==> src/design/lut_pkg.sv <==
package lut_pkg;

    // Pixel and table geometry
    localparam int LUT_ADDR_W = 10;
    localparam int LUT_DATA_W = 12;
    localparam int LUT_DEPTH = 1 << LUT_ADDR_W;

    // Port B read register plus one shift stage
    localparam int LUT_RD_LATENCY = 2;

    // APB bus widths
    localparam int APB_ADDR_W = 13;
    localparam int APB_DATA_W = 32;

    // Register map, byte addresses
    localparam logic [APB_ADDR_W-1:0] REG_CTRL_ADDR = 13'h000;
    localparam logic [APB_ADDR_W-1:0] REG_STATUS_ADDR = 13'h004;
    localparam logic [APB_ADDR_W-1:0] LUT_BASE_ADDR = 13'h1000;

    // One 32-bit word per table entry
    localparam int LUT_WIN_BYTES = 4 * LUT_DEPTH;

    // CTRL fields
    localparam int CTRL_MAP_EN_BIT = 0;
    localparam logic CTRL_MAP_EN_RST = 1'b0;

    // STATUS pixel counter width, wraps
    localparam int PIX_CNT_W = 16;

    typedef logic [LUT_DATA_W-1:0] lut_entry_t;
    typedef logic [LUT_ADDR_W-1:0] pix_t;

endpackage

==> src/design/lut_stream_map.sv <==
module lut_stream_map (
    input  logic                          clkb,
    input  logic                          rst,
    input  logic                          map_en,
    input  logic                          pix_valid_in,
    input  lut_pkg::pix_t                 pix_in,
    output logic                          rd_en,
    output lut_pkg::pix_t                 rd_addr,
    input  lut_pkg::lut_entry_t           rd_data,
    output logic                          pix_valid_out,
    output lut_pkg::lut_entry_t           pix_out,
    output logic [lut_pkg::PIX_CNT_W-1:0] pix_count
);
    import lut_pkg::*;

    // Side pipe, same depth as the table read path
    logic [LUT_RD_LATENCY-1:0] vld_pipe;
    logic [LUT_RD_LATENCY-1:0] mode_pipe;
    lut_entry_t byp_pipe [LUT_RD_LATENCY];

    lut_entry_t byp_in;

    // Every valid pixel goes straight to port B
    assign rd_en = pix_valid_in;
    assign rd_addr = pix_in;

    // Bypass scales the pixel up to the output width
    assign byp_in = {pix_in, 2'b00};

    // Valid and mode, mode captured with the pixel
    always_ff @(posedge clkb) begin
        if (rst) begin
            vld_pipe <= '0;
            mode_pipe <= '0;
        end else begin
            vld_pipe <= {vld_pipe[LUT_RD_LATENCY-2:0], pix_valid_in};
            mode_pipe <= {mode_pipe[LUT_RD_LATENCY-2:0], map_en};
        end
    end

    // Bypass payload
    always_ff @(posedge clkb) begin
        byp_pipe[0] <= byp_in;
        for (int i = 1; i < LUT_RD_LATENCY; i++) begin
            byp_pipe[i] <= byp_pipe[i-1];
        end
    end

    // Output stage
    always_ff @(posedge clkb) begin
        if (rst) begin
            pix_valid_out <= 1'b0;
        end else begin
            pix_valid_out <= vld_pipe[LUT_RD_LATENCY-1];
        end
    end

    always_ff @(posedge clkb) begin
        if (vld_pipe[LUT_RD_LATENCY-1]) begin
            pix_out <= mode_pipe[LUT_RD_LATENCY-1] ? rd_data : byp_pipe[LUT_RD_LATENCY-1];
        end
    end

    // Output pixel counter, wraps
    always_ff @(posedge clkb) begin
        if (rst) begin
            pix_count <= '0;
        end else if (pix_valid_out) begin
            pix_count <= pix_count + 1'b1;
        end
    end

    // Catches reads of table entries that were never loaded
    a_pix_out_known : assert property (
        @(posedge clkb) disable iff (rst)
        pix_valid_out |-> !$isunknown(pix_out)
    );

endmodule

==> config.mk <==
export PLATFORM = sky130hd
export DESIGN_NAME = lut_stream_map
export DESIGN_NICKNAME = d
export VERILOG_FILES = /design/src/design/lut_pkg.sv /design/src/design/lut_stream_map.sv
export SDC_FILE = /design/constraint.sdc
export NUM_CORES = 1
export LEC_CHECK = 0
export ABC_AREA = 1
export ABC_CLOCK_PERIOD_IN_PS = 1450
export BUFFER_PORTS_ARGS = -buffer_cell sky130_fd_sc_hd__buf_4
export CAP_MARGIN = 15
export CORE_MARGIN = 1.5
export CORE_UTILIZATION = 48
export CTS_CLUSTER_DIAMETER = 120
export DETAILED_ROUTE_END_ITERATION = 10
export HOLD_SLACK_MARGIN = 0.05
export PLACE_DENSITY = 0.77
export SYNTH_ARGS = -nofsm -noshare
export SYNTH_HDL_FRONTEND = slang
export SYNTH_SLANG_ARGS = --single-unit
==> constraint.sdc <==
create_clock -name clkb -period 1.45 [get_ports clkb]
set_input_delay 0.435 -clock clkb [delete_from_list [all_inputs] [get_ports clkb]]
set_output_delay 0.435 -clock clkb [all_outputs]
set_load 0.03 [all_outputs]
Word-level counts from Yosys, hierarchy flattened

Memory sizes are Yosys's and may differ from the RTL's.
Index checks and enable logic that the tools add are counted.

Register bits after elaboration: 33
Bits in writable memories: 24
Word-level logic and storage cells: 8
Memories kept: 1

Memories:

| memory   | depth | bits a word | rd ports | clocked after memory_dff | wr ports | RTL line             | RTL |
|---|---|---|---|---|---|---|---|
| byp_pipe | 2     | 12          | 2        | 0                        | 2        | lut_stream_map.sv:19 | `lut_entry_t byp_pipe [LUT_RD_LATENCY];` |

$add $sub $neg: 1
Muxes and demuxes: 1

Operators by type and width:

| operator                                                        | count |
|---|---|
| 16-bit by 1-bit adder with 16-bit output, second input constant | 1 |
| 12-bit two-way mux                                              | 1 |

Logic depth before layout (Yosys ltp)

Gate-level depths: netlist of the first run.
An unclocked memory read counts as a cell.

Depth after elaboration: 2
Mapped depth: 8

Worst setup path before layout of the first run

No wires, ideal clock.

Kind: register to register
Start: register pix_count[1] (netlist name)
End: register pix_count[8] (netlist name)
Data arrival time: 1.337 ns
Required time: 1.336 ns
Slack: -0.001 ns
Cell stages (with the launch flop): 8
Path buffers: 0
Path through: dfxtp_1 -> ha_1 -> nand3_2 -> nor2_2 -> and2_1 -> nand2_1 -> nand2_1 -> nor2_1

Longest elaborated chain between the ends: 1

Ends and longest elaborated chain:

| item                                     | RTL line             | RTL |
|---|---|---|
| start: declaration                       | lut_stream_map.sv:12 | `output logic [lut_pkg::PIX_CNT_W-1:0] pix_count` |
| start signal: assignment                 | lut_stream_map.sv:69 | `pix_count <= pix_count + 1'b1;` |
| 16-bit by 1-bit adder with 16-bit output | lut_stream_map.sv:69 |  |

Every way passes these cells.
A chain may end at the register's enable or synchronous reset.

Worst setup path in the final report of the first run

Start: register pix_valid_out
End: output port pix_valid_out

RTL lines:

| item                     | RTL line             | RTL |
|---|---|---|
| start: declaration       | lut_stream_map.sv:10 | `output logic pix_valid_out,` |
| start signal: assignment | lut_stream_map.sv:54 | `pix_valid_out <= vld_pipe[LUT_RD_LATENCY-1];` |

No word-level cell between the ends.

==> impl_metrics.yaml, run 1 <==
synthesis:
  synthSimpleGateAreaFrac: 0.183
  netlist_area_um2: 1890
  synth_warnings: 0
  synth_xor_area_frac: 0.00928
  synth_fp_nets: 217
  synth_compound_area_frac: 0.0265
  avgSynthCellArea_um2: 9.94
  ys_seq_elements: 53
  synth_top_family_by_area: "simple AND/OR/NAND/NOR gates"
  yosysUniqueCellTypes: 20
  synthMuxAreaShare: 0.0596
  ys_seq_area_frac: 0.626
  synth_cells: 190
  synth_fa_ha_area_frac: 0.00663
placed_design:
  gp_congestion: 0.792
  hpwl_um: 2530
  placed_area_um2: 2360
  dp_slack_ns: 0.171
  numPortBuffers: 65
routing:
  drt_iter0_markers: 60
  ant_nets: 0
  first_pass_iters: 5
  dr_wl_met2_um: 1750
  top_layer: "met4"
  wl_met3_um: 166
  wl_per_cell_um: 10.9
  viasPerCell: 4.51
  drt-met1-wl_um: 1320
  drc: 0
  drt-total-wl_um: 3280
  vias: 1352
global_routing:
  grt_use_total: 0.170
  grt_pass1_wl_um: 5510
  antenna_found_initial: 0
  grt_max_degree: 18
  grt_pass1_vias: 1275
  grt-ovfl-total: 0
sta:
  post-route-min-period_ns: 1.41
  hold_viol: 0
  worstMarginPinSlew_ns: 0.563
  finClkSkew_ns: 0.00477
  fmax_mhz: 712
  setup_violations: 0
  layout_setup_ws_ns: 0.0450
  finalCritPeriodShare: 0.969
  slew_headroom: 0.624
  maxSlewViolCount: 0
  rsz0062_at_grt: "no"
  finalSetupTns_ns: 0
worst_setup_path:
  critical_path.cell_chain: "buf_4"
  cp.required_ns: 1.02
  critPathBufInv: 1
  crit_fanout: 7
  worst_path_dominant_cell_family: "flip-flops"
  rrSetupSlack_ns: 0.17
  cpMaxStageDelayCell: "dfxtp_1"
  path_class: "flip-flop to primary output"
  arrival_ns: 0.97
  slowest_delay_ns: 0.46
  critPathLaunchType: "flip-flop"
  cp-end-kind: "primary output"
worst_hold_path:
  hold_class: "primary input to flip-flop"
clocking:
  holdBufCountCts: 0
  ctsResizeCount: 0
  root_buffer: "clkbuf_8"
  cts_buffer_depth: 2
  clk_latency_ns: 0.30
  cts_sinks: 53
  cts_setup_buffers: 0
  h-tree-depth: 2
  cts.clk_slew.worst_paths_ns: 0.09
  cts_buffers: 5
  cts_tree: "yes"
floorplanning:
  die_y_um: 65.7
  start_util: 0.508
  rows: 22
  core_um2: 3720
  die_w_um: 65.7
  die-area_um2: 4320
  io_pins: 66
layout:
  finish.utilization: 0.663
  diodes: 0
  n_fill_cell: 320
  drive_above_1_share: 0.365
  area_growth_pct: 30.5
  final_area_um2: 2460
  fin_nets: 278
power:
  ir_drop_v: 0.000927
  power.leakage_uw: 0.00109
  power_density_nw_per_um2: 1080
  power.total_uw: 2660
run:
  maxCapViolations: 0
outcome:
  outcome: "completed"
==> sequential cells by signal (all words and copies together), names as in the netlist <==
name and count:
mode_pipe 2, byp_pipe 20, pix_out 12, pix_count 16
vld_pipe 2, pix_valid_out 1
==> report_power, final <==
group | internal [µW] | switching (µW) | leakage, µW
logic | 106 | 113 | 0.000587
registers | 1560 | 18.9 | 0.000449
clock network | 397 | 469 | 0.0000518
total | 2060 | 601 | 0.00109
==> cells by family (layout without fill, tap and decap cells) <==
family	after synthesis	in the layout
AO/OA/AOI/OAI	10	10
XOR/XNOR	2	2
multiplexers	10	10
flip-flops	53	53
buffers and inverters	33	95
adder cells (fa/ha/maj)	1	1
AND/OR/NAND/NOR	81	81
==> metal layers <==
metal,vias to the layer above,track usage
met5,-,0
met4,0,0.0755
met3,6,0.0394
met2,39,0.303
met1,602,0.192
li1,705,-
==> path summary, 6_finish.rpt <==
path	from	endpoint	cells after the start
max	pix_valid_out	pix_valid_out	1
min	pix_in[3]	byp_pipe[0][5]	1
max reg2reg	pix_count[0]	pix_count[8]	7
min reg2reg	byp_pipe[0][9]	byp_pipe[0][21]	0
==> cell usage after synthesis, drive strengths merged <==
library cell	count	area [µm²]
a21oi	7	35.0
and2	1	6.26
buf	14	97.6
dfxtp	41	821
edfxtp	12	360
ha	1	12.5
inv	19	71.3
mux2	10	113
nand2	33	124
nand3	7	40.0
nand4	2	12.5
nor2	36	153
nor3	2	10.0
o21ai	3	15.0
xnor2	1	8.76
xor2	1	8.76
==> cell type report <==
class / count / area (µm²) / share of cell area
Tap cell: 48 / 60.1 / 0.0244
Multi-Input combinational cell: 104 / 538 / 0.218
Sequential cell: 53 / 1180 / 0.480
Timing Repair Buffer: 68 / 510 / 0.207
Clock inverter: 2 / 17.5 / 0.00711
Inverter: 19 / 71.3 / 0.0289
Clock buffer: 6 / 82.6 / 0.0335
==> layout by cell type (no fill, tap or decap), drive strengths merged, types with 2 or more instances in the layout <==
master  synthesis  final
edfxtp         12     12
clkbuf          0      6
nor2           36     36
a21oi           7      7
mux2           10     10
nand4           2      2
nand2          33     33
dfxtp          41     41
inv            19     20
buf            14     68
nor3            2      2
nand3           7      7
o21ai           3      3
==> per-stage QoR <==
stage               hold WS (ns)  instances
floorplan                  0.310        190
global placement           0.310        292
detailed placement         0.312        292
CTS                        0.233        300
global route               0.225        300
finish                     0.241        300
Power figures use the tool's default switching activity.
==> run 2: changes to the inputs <==
ABC_AREA = default   (was 1)
==> run 2 against run 1 <==
Register-to-register slack lost 0.14 ns; maximum frequency is 1.7% lower; critical path depth rose by 1; combinational power increased by 6%; count of clock-buffer cells in the layout did not move; total power rose by 4.6%; via count is 2.3% higher; hold slack worse by 0.0089 ns; non-clock buffer count up 9; sequential cell count unchanged; clock skew up 0.0023 ns; largest power group unchanged.
==> impl_metrics.yaml, run 2 <==
power:
  p_clk_frac: 0.354
  power_density_nw_per_um2: 1040
  sw_frac_of_total: 0.217
  ir_drop_v: 0.000692
  power.leakage_uw: 0.00112
  p_sw_uw: 604
  combPwrFrac: 0.083
  p_int_uw: 2180
  seq_power_share: 0.563
routing:
  drt-total-wl_um: 3940
  viasPerCell: 5.16
  ant_nets: 0
  vias: 1383
  first_pass_iters: 4
  drc: 0
  wl_per_cell_um: 14.7
  drt_iter0_markers: 43
floorplanning:
  start_util: 0.503
  die_w_um: 65.2
  rows: 22
  die-area_um2: 4250
  core_um2: 3690
  die_y_um: 65.2
  io_pins: 66
sta:
  finClkSkew_ns: 0.00706
  fmax_mhz: 700
  rsz0062_at_grt: "yes"
  maxSlewViolCount: 0
  post-route-min-period_ns: 1.43
  worstMarginPinSlew_ns: 0.474
  layout_setup_ws_ns: 0.0206
  slew_headroom: 0.683
  setup_violations: 0
  hold_viol: 0
  finalCritPeriodShare: 0.986
global_routing:
  grt_pass1_wl_um: 5950
  grt-ovfl-total: 0
  grt_pass1_vias: 1316
  grt_max_degree: 26
  grt_use_total: 0.185
  antenna_found_initial: 0
outcome:
  outcome: "completed"
layout:
  final_area_um2: 2670
  largest_reg_flops: 20
  fin_nets: 246
  diodes: 0
  final_common_cell: "buf_4"
  top_regs: "byp_pipe x20, pix_count x16, pix_out x12"
  area_growth_pct: 43.9
  final_cell_mix: "buf_4, dfxtp_1, mux2_2"
  drive_above_1_share: 0.564
  largest-register: "byp_pipe"
clocking:
  cts.clk_slew.worst_paths_ns: 0.09
  cts_sinks: 53
  cts_buffers: 5
  holdBufCountCts: 0
  clk_latency_ns: 0.30
  cts_buffer_depth: 2
  h-tree-depth: 2
  cts_tree: "yes"
  root_buffer: "clkbuf_8"
placed_design:
  gp_congestion: 0.753
  dp_slack_ns: -0.0291
  placed_area_um2: 2400
  hpwl_um: 2520
  numPortBuffers: 65
synthesis:
  yosysTopAreaCellShare: 0.442
  ys_seq_area_frac: 0.637
  synth_warnings: 0
  synth_commonest_cells: "dfxtp_1, mux2_2, buf_4, edfxtp_1"
  synth_fp_nets: 177
  yosysUniqueCellTypes: 25
  ys_seq_elements: 53
  ys_top_cells_by_area: "dfxtp_1, edfxtp_1, mux2_2"
  yosys.area.top_type: "dfxtp_1"
  synth_ff_type: "dfxtp_1"
  netlist_area_um2: 1860
  avgSynthCellArea_um2: 12.4
  synth-async-reset-ratio: 0
  synth-edff-count: 12
  synth_cells: 150
  yosysMostFrequentCell: "dfxtp_1"
worst_setup_path:
  reg2reg_depth: 3
  cp-end-kind: "primary output"
  r2r_start: "pix_count[10]"
  crit_fanout: 4
  rrSetupSlack_ns: 0.03
  critPathLaunchType: "flip-flop"
  rr_endpoint: "pix_count[15]"
  cp.required_ns: 1.02
  path_class: "flip-flop to primary output"
  arrival_ns: 0.99
run:
  maxCapViolations: 0
worst_hold_path:
  min_from: "pix_in[6]"
  hold_depth: 1
  hold_class: "primary input to flip-flop"
  hold_end: "byp_pipe[0][8]"
[run 2: cell count changes after synthesis, sizes merged, moves of 3 or more]
cell | before | now
nand3 | 7 | 3
or3 | 0 | 3
nor2 | 36 | 9
or4 | 0 | 4
inv | 19 | 1
o31ai | 0 | 4
nor4 | 0 | 4
nor2b | 0 | 9
nand4 | 2 | 7
nand2 | 33 | 5
mux2 | 10 | 14
[run 2: worst max-delay path, cell delays in order (launching register included)]
cell	delay, ns
dfxtp_2	0.39
buf_4	0.15
buf_4	0.16
[run 2: layout make-up]
class / count / area (µm²)
Sequential cell: 53 / 1220
Fill cell: 252 / 1020
Clock inverter: 2 / 38.8
Tap cell: 48 / 60.1
Timing Repair Buffer: 77 / 602
Clock buffer: 6 / 72.6
Inverter: 1 / 3.75
Multi-Input combinational cell: 81 / 677
[run 2: per-stage QoR]
stage / cells / power, µW / hold slack [ns] / setup TNS (ns) / utilization
2_1_floorplan: 150 / 1740 / 0.310 / 0 / -
3_3_place_gp: 253 / 1830 / 0.310 / 0 / 0.652
3_5_place_dp: 253 / 1840 / 0.312 / -0.0581 / 0.652
4_1_cts: 263 / 2810 / 0.228 / 0 / 0.688
5_1_grt: 268 / 2890 / 0.218 / -0.0487 / 0.724
6_report: 268 / 2790 / 0.232 / 0 / 0.724
[run 2: worst max path at each step]
stage / startpoint / endpoint / slack, ns
floorplan: pix_count[0] / pix_count[12] / 0.005
global placement: pix_count[4] / pix_count[15] / 0.05
detailed placement: pix_count[4] / pix_count[14] / -0.03
CTS: pix_count[0] / pix_count[12] / 0.001
global route: pix_count[13] / pix_count[15] / -0.04
finish: pix_count[2] / pix_count[2] / 0.02
[run 2: logic make-up after synthesis]
| kind of cell | count (synthesis) | share of synthesized area |
|---|---|---|
| AO/OA/AOI/OAI | 14 | 0.0432 |
| XOR/XNOR | 4 | 0.0189 |
| adder cells (fa/ha/maj) | 1 | 0.00674 |
| buffers and inverters | 17 | 0.0593 |
| flip-flops | 53 | 0.637 |
| multiplexers | 15 | 0.0904 |
| AND/OR/NAND/NOR | 46 | 0.145 |
[run 2: what timing repair did]
item                                    4_1_cts  5_1_grt
gates cloned                                  0        1
gates resized for setup                       1       15
endpoints found under the setup margin        6       11
setup buffers                                 2        4
pin swaps                                     3        6
[run 2: routing by layer]
| layer | vias up | share of wire | GRT usage | wire (µm) |
|---|---|---|---|---|
| met3 | 10 | 0.053 | 0.0582 | 208 |
| met2 | 50 | 0.53 | 0.328 | 2100 |
| li1 | 664 | - | - | - |
| met4 | 0 | 0.021 | 0.0651 | 84 |
| met5 | - | 0 | 0 | 0 |
| met1 | 659 | 0.39 | 0.209 | 1540 |
[run 2: power groups by stage]
| stage | registers, µW | logic, µW | clock network (µW) |
|---|---|---|---|
| 3_3_place_gp | 1610 | 224 | 0 |
| 6_report | 1570 | 232 | 986 |
| 3_5_place_dp | 1610 | 230 | 0 |
| 5_1_grt | 1580 | 244 | 1070 |
| 2_1_floorplan | 1640 | 98.1 | 0 |
| 4_1_cts | 1570 | 230 | 1000 |
