$ cat src/design/lut_pkg.sv
package lut_pkg;

    // Pixel and table geometry
    localparam int LUT_ADDR_W = 10;
    localparam int LUT_DATA_W = 12;
    localparam int LUT_DEPTH = 1 << LUT_ADDR_W;

    // Port B read register plus one shift stage
    localparam int LUT_RD_LATENCY = 2;

    // APB bus widths
    localparam int APB_ADDR_W = 13;
    localparam int APB_DATA_W = 32;

    // Register map, byte addresses
    localparam logic [APB_ADDR_W-1:0] REG_CTRL_ADDR = 13'h000;
    localparam logic [APB_ADDR_W-1:0] REG_STATUS_ADDR = 13'h004;
    localparam logic [APB_ADDR_W-1:0] LUT_BASE_ADDR = 13'h1000;

    // One 32-bit word per table entry
    localparam int LUT_WIN_BYTES = 4 * LUT_DEPTH;

    // CTRL fields
    localparam int CTRL_MAP_EN_BIT = 0;
    localparam logic CTRL_MAP_EN_RST = 1'b0;

    // STATUS pixel counter width, wraps
    localparam int PIX_CNT_W = 16;

    typedef logic [LUT_DATA_W-1:0] lut_entry_t;
    typedef logic [LUT_ADDR_W-1:0] pix_t;

endpackage

$ cat src/design/lut_wr_if.sv
interface lut_wr_if;
    import lut_pkg::*;

    // Table write port A
    logic en;
    logic we;
    pix_t addr;
    lut_entry_t din;

    // Driven by the APB register block
    modport wr (
        output en,
        output we,
        output addr,
        output din
    );

    // Consumed by the table memory
    modport mem (
        input en,
        input we,
        input addr,
        input din
    );

endinterface

$ cat src/design/lut_apb_slave.sv
module lut_apb_slave (
    input  logic                            clkb,
    input  logic                            rst,
    input  logic                            psel,
    input  logic                            penable,
    input  logic                            pwrite,
    input  logic [lut_pkg::APB_ADDR_W-1:0]  paddr,
    input  logic [lut_pkg::APB_DATA_W-1:0]  pwdata,
    output logic [lut_pkg::APB_DATA_W-1:0]  prdata,
    output logic                            pready,
    output logic                            pslverr,
    input  logic [lut_pkg::PIX_CNT_W-1:0]   pix_count,
    output logic                            map_en,
    lut_wr_if.wr                            wr
);
    import lut_pkg::*;

    logic access;
    logic sel_ctrl;
    logic sel_status;
    logic sel_lut;
    logic decoded;
    logic [APB_ADDR_W-1:0] lut_off;

    // Access phase of a transfer, no wait states
    assign access = psel && penable;
    assign pready = access;

    // Address decode
    assign sel_ctrl = (paddr == REG_CTRL_ADDR);
    assign sel_status = (paddr == REG_STATUS_ADDR);
    assign lut_off = paddr - LUT_BASE_ADDR;
    assign sel_lut = (paddr >= LUT_BASE_ADDR) && (lut_off < LUT_WIN_BYTES);
    assign decoded = sel_ctrl || sel_status || sel_lut;

    // Table is write-only from the bus side
    assign pslverr = access && (!decoded || (sel_lut && !pwrite));

    // CTRL register
    always_ff @(posedge clkb) begin
        if (rst) begin
            map_en <= CTRL_MAP_EN_RST;
        end else if (access && pwrite && sel_ctrl) begin
            map_en <= pwdata[CTRL_MAP_EN_BIT];
        end
    end

    // Read mux, upper bits of both registers read as zero
    always_comb begin
        prdata = '0;
        if (sel_ctrl) begin
            prdata[CTRL_MAP_EN_BIT] = map_en;
        end else if (sel_status) begin
            prdata[PIX_CNT_W-1:0] = pix_count;
        end
    end

    // Port A is driven during the access phase so the write lands on its closing edge
    assign wr.en = access && sel_lut;
    assign wr.we = pwrite;
    assign wr.addr = lut_off[LUT_ADDR_W+1:2];
    assign wr.din = pwdata[LUT_DATA_W-1:0];

    // Access phase only ever follows a single setup cycle
    a_apb_phase : assert property (
        @(posedge clkb) disable iff (rst)
        penable |-> psel && $past(psel && !penable)
    );

endmodule

$ cat src/flat_wrapper.sv
// flat-port wrapper written by rule: the top's interface ports become plain ports
module lut_apb_slave_flat import lut_pkg::*;
  (clkb, rst, psel, penable, pwrite, paddr, pwdata, prdata, pready, pslverr, pix_count, map_en, wr_en, wr_we, wr_addr, wr_din);
  lut_wr_if wr_i ();
  input  logic clkb;
  input  logic rst;
  input  logic psel;
  input  logic penable;
  input  logic pwrite;
  input  logic [lut_pkg::APB_ADDR_W-1:0] paddr;
  input  logic [lut_pkg::APB_DATA_W-1:0] pwdata;
  output logic [lut_pkg::APB_DATA_W-1:0] prdata;
  output logic pready;
  output logic pslverr;
  input  logic [lut_pkg::PIX_CNT_W-1:0] pix_count;
  output logic map_en;
  output wire logic [$bits(wr_i.en)-1:0] wr_en;
  output wire logic [$bits(wr_i.we)-1:0] wr_we;
  output wire logic [$bits(wr_i.addr)-1:0] wr_addr;
  output wire logic [$bits(wr_i.din)-1:0] wr_din;
  assign wr_en = wr_i.en;
  assign wr_we = wr_i.we;
  assign wr_addr = wr_i.addr;
  assign wr_din = wr_i.din;
  lut_apb_slave u_core (.clkb(clkb), .rst(rst), .psel(psel), .penable(penable), .pwrite(pwrite), .paddr(paddr), .pwdata(pwdata), .prdata(prdata), .pready(pready), .pslverr(pslverr), .pix_count(pix_count), .map_en(map_en), .wr(wr_i));
endmodule
$ cat config.mk
export PLATFORM = sky130hd
export DESIGN_NAME = lut_apb_slave_flat
export DESIGN_NICKNAME = d
export VERILOG_FILES = /design/src/design/lut_pkg.sv /design/src/design/lut_wr_if.sv /design/src/design/lut_apb_slave.sv /design/src/flat_wrapper.sv
export SDC_FILE = /design/constraint.sdc
export NUM_CORES = 1
export LEC_CHECK = 0
export ABC_AREA = 1
export ABC_CLOCK_PERIOD_IN_PS = 1200
export BUFFER_PORTS_ARGS = -buffer_cell sky130_fd_sc_hd__buf_2
export CAP_MARGIN = 20
export CORE_ASPECT_RATIO = 2
export CORE_UTILIZATION = 27
export CTS_CLUSTER_DIAMETER = 200
export CTS_CLUSTER_SIZE = 20
export DETAILED_ROUTE_END_ITERATION = 16
export GPL_TIMING_DRIVEN = 0
export PLACE_DENSITY = 0.79
export SYNTH_ARGS = -nofsm -noshare
export SYNTH_HDL_FRONTEND = slang
export SYNTH_SLANG_ARGS = --single-unit
$ cat constraint.sdc
create_clock -name clkb -period 1.2 [get_ports clkb]
set_clock_uncertainty 0.15 [all_clocks]
set_input_delay 0.06 -clock clkb [delete_from_list [all_inputs] [get_ports clkb]]
set_output_delay 0.06 -clock clkb [all_outputs]
set_load 0.005 [all_outputs]
# ---- Yosys cells after proc, flatten, opt, wreduce, memory -nomap -nowiden
# Index checks and enable logic that the tools add are counted.
dict set report word_totals {
  regBits 1
  out_inout_bits 59
  wordCells 21
}
dict set report op_classes {
  addsub 1
  n_lt_le_gt_ge 2
  n_eq_ne 1
  mux 3
  reduce_logical 13
}
# cell count
set ops {}
lappend ops {{$mux 16} 1}
lappend ops {{$mux 15} 1}
lappend ops {{$eq 13x3->1 const B} 1}
lappend ops {{$ge 13x13->1 const B} 1}
lappend ops {{$logic_not 13->1} 1}
lappend ops {{$lt 13x13->1 const B} 1}
lappend ops {{$sub 13x13->13 const B} 1}
lappend ops {{$logic_and 1x1->1} 7}
lappend ops {{$logic_or 1x1->1} 3}
lappend ops {{$logic_not 1->1} 2}
lappend ops {{$mux 1} 1}

# ---- Longest topological paths before layout
# Gate-level depths: netlist (run 1).
dict set report logic_depth {
  word_depth 7
  mapped_depth 7
}

# ---- Least setup slack after synthesis (run 1)
# Ideal clock, no wire load.
dict set report synth_timing {
  kind {input -> output}
  start {in paddr[0] in the netlist's numbering}
  end {out prdata[10] in the netlist's numbering}
  arrival_ns 0.733
  required_ns 0.990
  path_slack_ns 0.257
  stages 6
  n_path_buf 1
  cell_sequence {nor2_1 nand3b_1 nor2_4 nand2_4 buf_12 nor2_4}
}
dict set report synth_via {
  elab_chain_cells 3
}
# item line_no
set synth_lines {}
lappend synth_lines {{from (decl)} flat_wrapper.sv:10} ;# input logic [lut_pkg::APB_ADDR_W-1:0] paddr;
lappend synth_lines {{$eq 13x3->1} lut_apb_slave.sv:31} ;# assign sel_status = (paddr == REG_STATUS_ADDR);
lappend synth_lines {{$mux 16} lut_apb_slave.sv:53} ;# end else if (sel_status) begin
lappend synth_lines {{$mux 15 (*)} lut_apb_slave.sv:51} ;# if (sel_ctrl) begin
lappend synth_lines {{to (decl)} flat_wrapper.sv:12} ;# output logic [lut_pkg::APB_DATA_W-1:0] prdata;
# Mark *: on every way between the ends. The rest lies on a longest branch, timed or not.

# ---- Worst setup path after layout (run 1)
dict set report layout_timing {
  start {in paddr[0] in the netlist's numbering}
  end {out prdata[12] in the netlist's numbering}
}
# Same word-level chain as after synthesis.

==> out/qor.csv, run 1 <==
metric,value,unit
status,"complete, no violations",
max cap viols,0,
gp weighted congestion,0.702,
vias,868,
Crit. End Element,output port,
vias per inst,3.71,
n_diodes,0,
Yosys top cell area share,0.418,
worst r2r src,u_core.map_en$_SDFFE_PP0P_,
die span in y,74.0,um
CP Max Fanout,5,
static leakage,0.860,nW
"top cells by count, synth","39 x buf_4, 24 x inv_1, 15 x nor2_1, 12 x nor2_4, 10 x nand2_1",
Netlist cell types,13,
Regs by FF count,u_core.map_en: 1 flops,
switch share,0.343,
RSZ-0062 raised after global routing,true,
DR iter-0 viols,3,
ANT nets after route,0,
post-layout util,0.525,
Core Region,2410,um^2
max reg flops,1,
Initial Util,0.291,
Mapped Cells,110,
FMAX,846,MHz
Tot GR Track Use,0.0973,
Seq pwr share,0.111,
final hold violation count,0,
Final min period,1.18,ns
dominant synthesized flop cell,dfxtp_1,
Post-synth ARST share,0,
WP data required,0.99,ns
Buffers on Ports,77,
Critical Path AT,0.97,ns
Crit Path Class,in2out,
period utilisation layout,0.985,
initial antenna violation count,0,
Die Wd,38.0,um
Post-Route WL,1710,um
most area-hungry cell type in the Yosys netlist,buf_4,
gr ovfl total,0,
Int Pwr,0.000200,W
Area after DPL,1180,um^2
worst-skew pair later-pin latency,0,ns
CP Launch Type,input pin,
worst setup path start,paddr[0],
Mean Syn Cell Area,6.37,um^2
largest net degree at the start of global routing,11,
Top reg by flops,u_core.map_en,
register area share after synthesis,0.0286,
Hold Slack,0.135,ns
Rows,25,
Final Total Pwr,0.000305,W
Final Cell Area,1260,um^2
area grow syn2layout,80.4,%
#FFs+latches synth,1,
Hold Startpoint,pwdata[6],
final setup fails,0,
Ports,125,
detailed-route DRC error count,0,
YS warnings,0,
Post-synth EDFFs,0,
"Cell Area, Synth",701,um^2
vias in the first global route,586,
DRT Pass-1 Iters,2,
fraction of layout cells with a size suffix above 1,0.681,
Synth area leaders,"buf_4 42%, nor2_4 19%, inv_1 13%",
most frequent cell after synthesis,buf_4,
global-route wire length before repair,2130,um
CTS Hold Bufs,0,
Total Nets Final,275,
"Slew Viols, Final",0,
Tightest Hold Check Type,in2out,
power per cell area,241,nW/um^2
Clock power frac,0,
DPL Wire Length,1510,um
WL per Instance,7.29,um
die area,2820,um^2
switching pwr,0.000105,W
Comb power frac,0.889,
Peak VDD IR,0.000220,V
[path summary, 6_finish.rpt]
kind | cells past startpoint | endpoint | slack [ns]
worst max register to register | 4 | u_core.map_en$_SDFFE_PP0P_ | 0.45
worst max-delay path | 8 | prdata[12] | 0.02
worst min-delay path | 2 | wr_din[6] | 0.14
worst min register to register | 4 | u_core.map_en$_SDFFE_PP0P_ | 0.39
[critical path, stage by stage]
cell      delay (ns)
buf_6           0.09
nor2_4          0.09
nand3b_1        0.12
nor2_4          0.15
nand2_4         0.09
buf_12          0.15
nor2_4          0.09
buf_2           0.11
[cell families (layout without fill, tap and decap cells)]
logic type | Yosys count | in the layout | share of synthesized area
DFF | 1 | 1 | 0.0286
and+or+nand+nor | 43 | 43 | 0.384
other | 1 | 16 | 0.00535
buffers and inverters | 64 | 146 | 0.575
AOI/OAI and AO/OA | 1 | 1 | 0.00714
[area by class of cell]
type,count,area (um^2)
inverters,24,90.1
plain buffers,40,313
fillers,250,1140
flip-flops and latches,1,20.0
repair buffers,82,453
multi-input cells,60,354
well taps,27,33.8
[through the flow]
step                TNS, ns  worst slack (ns)  std cells
floorplan                 0             0.257        125
global placement     -0.405           -0.0563        229
detailed placement   -0.436           -0.0593        229
CTS                       0           0.00998        233
global route         -0.479           -0.0521        234
finish                    0            0.0185        234
[per-layer routing]
layer,share of wire,global-route usage,vias to the layer above
met4,0,0.00794,0
li1,-,-,451
met1,0.26,0.0617,344
met3,0.13,0.00299,0
met5,0,0,-
met2,0.61,0.245,73
[power by group through the flow]
stage / Combinational [W] / Sequential (W) / Clock [W]
floorplan: 0.000153 / 0.0000339 / 0
global placement: 0.000254 / 0.0000339 / 0
detailed placement: 0.000257 / 0.0000339 / 0
CTS: 0.000262 / 0.0000339 / 0
global route: 0.000300 / 0.0000339 / 0
finish: 0.000271 / 0.0000339 / 0
[what timing repair did]
| item | CTS | global route |
|---|---|---|
| pin swaps | 4 | 6 |
| cloned | 0 | 1 |
| setup buffers | 4 | 0 |
| gates resized for setup | 2 | 7 |
| setup endpoints to repair | 10 | 18 |
| endpoints found under the hold margin | 0 | 0 |
[layout by cell type, fill, tap and decap left out]
master,netlist,final
nand3b_1,1,1
nand4_1,1,1
o21ai_0,1,1
conb_1,1,16
dfxtp_1,1,1
clkbuf_16,0,1
nor2_2,0,3
buf_2,0,75
nor2_1,15,11
nand2_4,1,1
buf_6,0,2
nand3_1,3,3
nor2_4,12,13
inv_1,24,24
nand2_2,0,2
nand2_1,10,8
buf_4,39,43
buf_12,1,1
(Power assumes the default switching activity.)
==> run 2, diff against run 1 <==
--- a/config.mk
+++ b/config.mk
@@ -7,14 +7,13 @@
 export LEC_CHECK = 0
 export ABC_AREA = 1
-export ABC_CLOCK_PERIOD_IN_PS = 1200
+export ABC_CLOCK_PERIOD_IN_PS = 1400
 export BUFFER_PORTS_ARGS = -buffer_cell sky130_fd_sc_hd__buf_2
 export CAP_MARGIN = 20
-export CORE_ASPECT_RATIO = 2
-export CORE_UTILIZATION = 27
+export CORE_UTILIZATION = 29
 export CTS_CLUSTER_DIAMETER = 200
 export CTS_CLUSTER_SIZE = 20
 export DETAILED_ROUTE_END_ITERATION = 16
 export GPL_TIMING_DRIVEN = 0
-export PLACE_DENSITY = 0.79
+export PLACE_DENSITY = 0.84
 export SYNTH_ARGS = -nofsm -noshare
 export SYNTH_HDL_FRONTEND = slang
==> constraint.sdc (replaced) <==
create_clock -name clkb -period 1.4 [get_ports clkb]
set_clock_uncertainty 0.15 [all_clocks]
set_input_delay 0.07 -clock clkb [delete_from_list [all_inputs] [get_ports clkb]]
set_output_delay 0.07 -clock clkb [all_outputs]
set_load 0.1 [all_outputs]
==> run 2 against run 1 <==
  * Global-route usage is 3.0 points higher
  * Via count is 2.0% lower
  * Total power is 140% higher
  * Routed wire length is 24% higher
  * Critical endpoint is now prdata[8]
==> out/qor.csv, run 2 (synthesis gave the netlist of run 1 again) <==
metric,value,unit,change
"Critical Path, Cell by Cell",buf_2 > nor2_2 > nand2_2 > nor2_4 > nand2_4 > clkbuf_16 > nor2_4 > buf_12,,
"commonest non-fill, non-tap cell in the layout",buf_2,,
largest net degree at the start of global routing,11,,unchanged
post-layout util,0.669,,+0.144
switch share,0.754,,+0.412
Ports,125,,unchanged
"commonest non-fill, non-tap cells in the layout","56 x buf_2, 48 x buf_4, 23 x inv_1",,
Peak VDD IR,0.000375,V,+71%
Final min period,1.39,ns,
Crit. End Element,output port,,
Initial Util,0.311,,+0.0199
detailed-route DRC error count,0,,unchanged
Seq pwr share,0.037,,-0.074
"CP delay by family, top",simple AND/OR/NAND/NOR gates,,
worst-skew pair later-pin latency,0,ns,unchanged
Hold Slack,0.161,ns,+0.0257 ns
Post-Route WL,2110,um,+24%
most frequent cell on the critical path,nor2_4,,
area grow syn2layout,115,%,
WP data required,1.18,ns,+0.19 ns
slowest CP cell,clkbuf_16,,
fraction of layout cells with a size suffix above 1,0.743,,+0.0616
Worst R2R End,u_core.map_en$_SDFFE_PP0P_,,
CP bufs+invs,3,,unchanged
initial antenna violation count,0,,unchanged
status,"complete, no violations",,
final hold violation count,0,,unchanged
DR iter-0 viols,2,,-1
Clock power frac,0,,unchanged
Top reg by flops,u_core.map_en,,
area of the multi-input gates,417,um^2,+18%
CP Max Fanout,8,,+3
Critical Path AT,1.17,ns,+0.20 ns
FMAX,718,MHz,
Tot GR Track Use,0.127,,+0.0300
global-route wire length before repair,2640,um,+24%
period utilisation layout,0.995,,
r2r setup slk,0.56,ns,+0.11 ns
gp weighted congestion,0.652,,-7.1%
worst r2r src,u_core.map_en$_SDFFE_PP0P_,,
max cap viols,0,,unchanged
WL per Instance,9.03,um,+24%
Int Pwr,0.000182,W,-9.3%
Hold Startpoint,rst,,
switching pwr,0.000559,W,+430%
vias in the first global route,665,,+13%
DRT Pass-1 Iters,2,,unchanged
CTS Hold Bufs,0,,unchanged
Total Nets Final,274,,-0.36%
hold endpoint,u_core.map_en$_SDFFE_PP0P_,,
CP Launch Type,input pin,,
Reg area,23.8,um^2,+19%
n_diodes,0,,unchanged
Buffers on Ports,77,,unchanged
vias per inst,3.64,,-2.0%
DPL Wire Length,1610,um,+6.6%
Rows,17,,-32%
Comb power frac,0.963,,+0.074
Crit Path Class,in2out,,
Worst-path clk slew,0,ns,
hold path depth,4,,+2
gr ovfl total,0,,unchanged
Worst path max stage delay,0.20,ns,+0.05 ns
vias,851,,-2.0%
power per cell area,491,nW/um^2,+100%
Core Region,2250,um^2,-6.4%
RSZ-0062 raised after global routing,true,,
worst r2r path cells,4,,unchanged
die area,2620,um^2,-7.0%
"Slew Viols, Final",0,,unchanged
layout filler cell count,192,,-23%
Tightest Hold Check Type,in2reg,,
Regs by FF count,u_core.map_en: 1 flops,,
die span in y,51.2,um,-31%
ANT nets after route,0,,unchanged
final setup fails,0,,unchanged
max reg flops,1,,unchanged
Die Wd,51.2,um,+35%
static leakage,0.892,nW,+3.7%
==> run 2: cell types whose count changed in the layout (fill, tap and decap cells not counted), moves of 2 or more <==
cell     delta
buf_12     +10
buf_2      -19
buf_4       +5
buf_6       +3
nand2_1     -2
nor2_1      -7
nor2_2      +5
nor2_4      +2
==> run 2: routing by layer <==
metal,global-route usage,vias to the layer above,wire [um]
li1,-,450,-
met2,0.309,48,1320
met3,0.0179,0,194
met5,0,-,0
met4,0,0,0
met1,0.104,353,593
==> run 2: power groups by stage <==
stage / combinational [W] / sequential (W) / clock, W
floorplan: 0.000607 / 0.0000272 / 0
global placement: 0.000688 / 0.0000272 / 0
detailed placement: 0.000693 / 0.0000272 / 0
CTS: 0.000695 / 0.0000272 / 0
global route: 0.000735 / 0.0000272 / 0
finish: 0.000714 / 0.0000272 / 0
==> run 2: worst min-delay path, stage by stage <==
cell and delay [ns]:
buf_2 0.07, inv_1 0.03, nand2_1 0.05, nor2_1 0.04
==> run 2: timing repair <==
item | in CTS | in global routing
setup endpoints to repair | 17 | 13
gates cloned | 0 | 1
buffers inserted | 0 | 3
pin swaps | 0 | 8
resized for setup | 37 | 26
==> run 2: metrics by stage <==
step | instances | setup slack (ns) | TNS [ns] | cell area (um^2) | total power, W
4_1_cts | 230 | -0.0188 | -0.0315 | 1350 | 0.000722
3_3_place_gp | 230 | -0.176 | -2.02 | 1230 | 0.000715
5_1_grt | 234 | -0.0371 | -0.216 | 1510 | 0.000762
6_report | 234 | 0.00648 | 0 | 1510 | 0.000741
3_5_place_dp | 230 | -0.199 | -2.27 | 1230 | 0.000720
2_1_floorplan | 125 | -0.142 | -0.737 | 811 | 0.000635
==> run 2: area by class of cell <==
| cell class | count | share of cell area |
|---|---|---|
| Timing Repair Buffer | 81 | 0.417 |
| Tap cell | 28 | 0.0232 |
| Multi-Input combinational cell | 60 | 0.276 |
| Sequential cell | 1 | 0.0158 |
| Buffer | 40 | 0.207 |
| Inverter | 24 | 0.0598 |
==> run 2: how the worst max path moves through the flow <==
| stage | from | end | slack (ns) | cells after the start |
|---|---|---|---|---|
| 2_1_floorplan | paddr[0] | prdata[15] | -0.14 | 5 |
| 3_5_place_dp | paddr[0] | prdata[12] | -0.20 | 8 |
| 6_report | paddr[11] | prdata[8] | 0.006 | 8 |
| 5_1_grt | paddr[0] | prdata[8] | -0.04 | 8 |
| 3_3_place_gp | paddr[0] | prdata[11] | -0.18 | 8 |
| 4_1_cts | paddr[0] | prdata[12] | -0.02 | 8 |
==> run 3, diff against run 2 <==
- CORE_MARGIN: default -> 2
==> run 3 against run 2 <==
  * Core utilization unchanged
  * Total power decreased by 0.54%
  * Sequential cell count unchanged
  * Hold slack about the same
  * First-iteration DRC count unchanged
  * Via count increased by 3.1%
  * Routed wire length increased by 1.4%
  * Final cell count increased by 0.43%
  * Maximum frequency increased by 0.81%
  * Sequential power about the same
  * Cell area unchanged
  * Critical path depth unchanged
  * Critical path type unchanged
  * Critical endpoint is now prdata[13]
==> out/qor.csv, run 3 (synthesis gave the netlist of run 1 again) <==
metric,value,unit,change
die span in y,53.2,um,+3.9%
CP Launch Type,input pin,,
placed cells,230,,unchanged
largest net degree at the start of global routing,11,,unchanged
Setup TNS,0,ns,unchanged
period utilisation layout,0.987,,-0.00802
power per cell area,489,nW/um^2,-0.54%
"commonest non-fill, non-tap cell in the layout",buf_2,,
Critical Path AT,1.16,ns,about the same
detailed-route DRC error count,0,,unchanged
Area after DPL,1230,um^2,unchanged
Final Cell Area,1510,um^2,unchanged
"Slew Viols, Final",0,,unchanged
CP bufs+invs,3,,unchanged
Tot GR Track Use,0.121,,-0.00628
Crit Path Class,in2out,,
gp weighted congestion,0.670,,+2.7%
Worst-path clk slew,0,ns,unchanged
Comb power frac,0.963,,about the same
Crit. End Element,output port,,
"CP delay by family, top",simple AND/OR/NAND/NOR gates,,
CP Max Fanout,8,,unchanged
Peak VDD IR,0.000385,V,+2.8%
Worst path max stage delay,0.18,ns,-0.02 ns
status,"complete, no violations",,
max reg flops,1,,unchanged
DPL Wire Length,1700,um,+5.6%
final setup fails,0,,unchanged
Post-Route WL,2140,um,+1.4%
slowest CP cell,nor2_4,,
vias per inst,3.73,,+2.6%
"Critical Path, Cell by Cell",buf_6 > nor2_4 > nand3b_1 > nor2_4 > nand2_8 > buf_12 > nor2_4 > buf_12,,
area grow syn2layout,115,%,unchanged
final hold violation count,0,,unchanged
DRT Pass-1 Iters,2,,unchanged
Tightest Hold Check Type,in2reg,,
DR iter-0 viols,2,,unchanged
Ports,125,,unchanged
hold path depth,4,,unchanged
fin cells,235,,+0.43%
switching pwr,0.000559,W,about the same
worst r2r path cells,4,,unchanged
global-route wire length before repair,2620,um,-0.49%
Total Nets Final,275,,+0.36%
"commonest non-fill, non-tap cells in the layout","58 x buf_2, 49 x buf_4, 23 x inv_1",,
Core Region,2250,um^2,unchanged
fraction of layout cells with a size suffix above 1,0.739,,-0.00359
max cap viols,0,,unchanged
Regs by FF count,u_core.map_en: 1 flops,,
vias in the first global route,703,,+5.7%
Final min period,1.38,ns,-0.0112 ns
Int Pwr,0.000178,W,-2.0%
post-layout util,0.669,,unchanged
WL per Instance,9.11,um,+0.99%
Seq pwr share,0.037,,about the same
initial antenna violation count,0,,unchanged
n_diodes,0,,unchanged
die area,2830,um^2,+8.0%
Initial Util,0.311,,unchanged
FMAX,723,MHz,+0.81%
most frequent cell on the critical path,nor2_4,,
stages on the worst setup path,8,,unchanged
Rows,17,,unchanged
switch share,0.758,,+0.00355
Top reg by flops,u_core.map_en,,
vias,877,,+3.1%
RSZ-0062 raised after global routing,true,,
Final Total Pwr,0.000737,W,-0.54%
WP data required,1.18,ns,about the same
Buffers on Ports,77,,unchanged
Clock power frac,0,,unchanged
gr ovfl total,0,,unchanged
worst-skew pair later-pin latency,0,ns,unchanged
Die Wd,53.2,um,+3.9%
ANT nets after route,0,,unchanged
static leakage,0.878,nW,-1.6%
## run 3: changes by cell type in the layout (fill, tap and decap cells not counted)
cell / previous run / this run
buf_4: 48 / 49
nor2_4: 15 / 14
buf_6: 5 / 2
nand2_1: 6 / 7
nand2_2: 3 / 2
buf_2: 56 / 58
buf_8: 0 / 1
nand2_4: 1 / 0
nor2_2: 8 / 9
nand2_8: 1 / 2
## run 3: worst paths after layout
check / startpoint / endpoint / slack [ns]
worst max-delay path: paddr[0] / prdata[13] / 0.02
worst min-delay path: rst / u_core.map_en$_SDFFE_PP0P_ / 0.16
worst max register to register: u_core.map_en$_SDFFE_PP0P_ / u_core.map_en$_SDFFE_PP0P_ / 0.56
worst min register to register: u_core.map_en$_SDFFE_PP0P_ / u_core.map_en$_SDFFE_PP0P_ / 0.47
## run 3: final cells by class
| type | instances | area [um^2] |
|---|---|---|
| tap | 28 | 35.0 |
| buffer | 40 | 313 |
| timing repair buffer | 82 | 628 |
| inverter | 24 | 90.1 |
| fill | 197 | 747 |
| multi-input combinational | 60 | 418 |
| sequential | 1 | 23.8 |
## run 3: layer usage
layer	track usage	vias to the layer above	routed length, um
li1	-	451	-
met5	0	-	0
met2	0.298	49	1320
met4	0	0	0
met1	0.0978	377	582
met3	0.0141	0	234
## run 3: stage by stage
step	hold WS [ns]	setup slack [ns]
final	0.161	0.0177
after global routing	0.200	-0.0530
after CTS	0.168	0.00111
after detailed placement	0.168	-0.206
after global placement	0.145	-0.180
after floorplan	0.0547	-0.142
## run 3: repair_timing
action,CTS,global route
pin swaps,1,7
hold buffers,0,0
endpoints found under the setup margin,17,12
cloned,0,1
resized for setup,49,12
endpoints found under the hold margin,0,0
buffers inserted,1,3
## run 3: worst reg2reg max path: cells and delay by family (launching register included)
| family | cells | cell delay (ns) |
|---|---|---|
| buffers and inverters | 2 | 0.16 |
| and+or+nand+nor | 2 | 0.11 |
| DFF | 1 | 0.32 |
## run 3: power by group through the flow
| stage | sequential [W] | combinational [W] | clock, W |
|---|---|---|---|
| final | 0.0000272 | 0.000710 | 0 |
| after global routing | 0.0000272 | 0.000733 | 0 |
| after CTS | 0.0000272 | 0.000696 | 0 |
| after detailed placement | 0.0000272 | 0.000693 | 0 |
| after global placement | 0.0000272 | 0.000688 | 0 |
| after floorplan | 0.0000272 | 0.000607 | 0 |
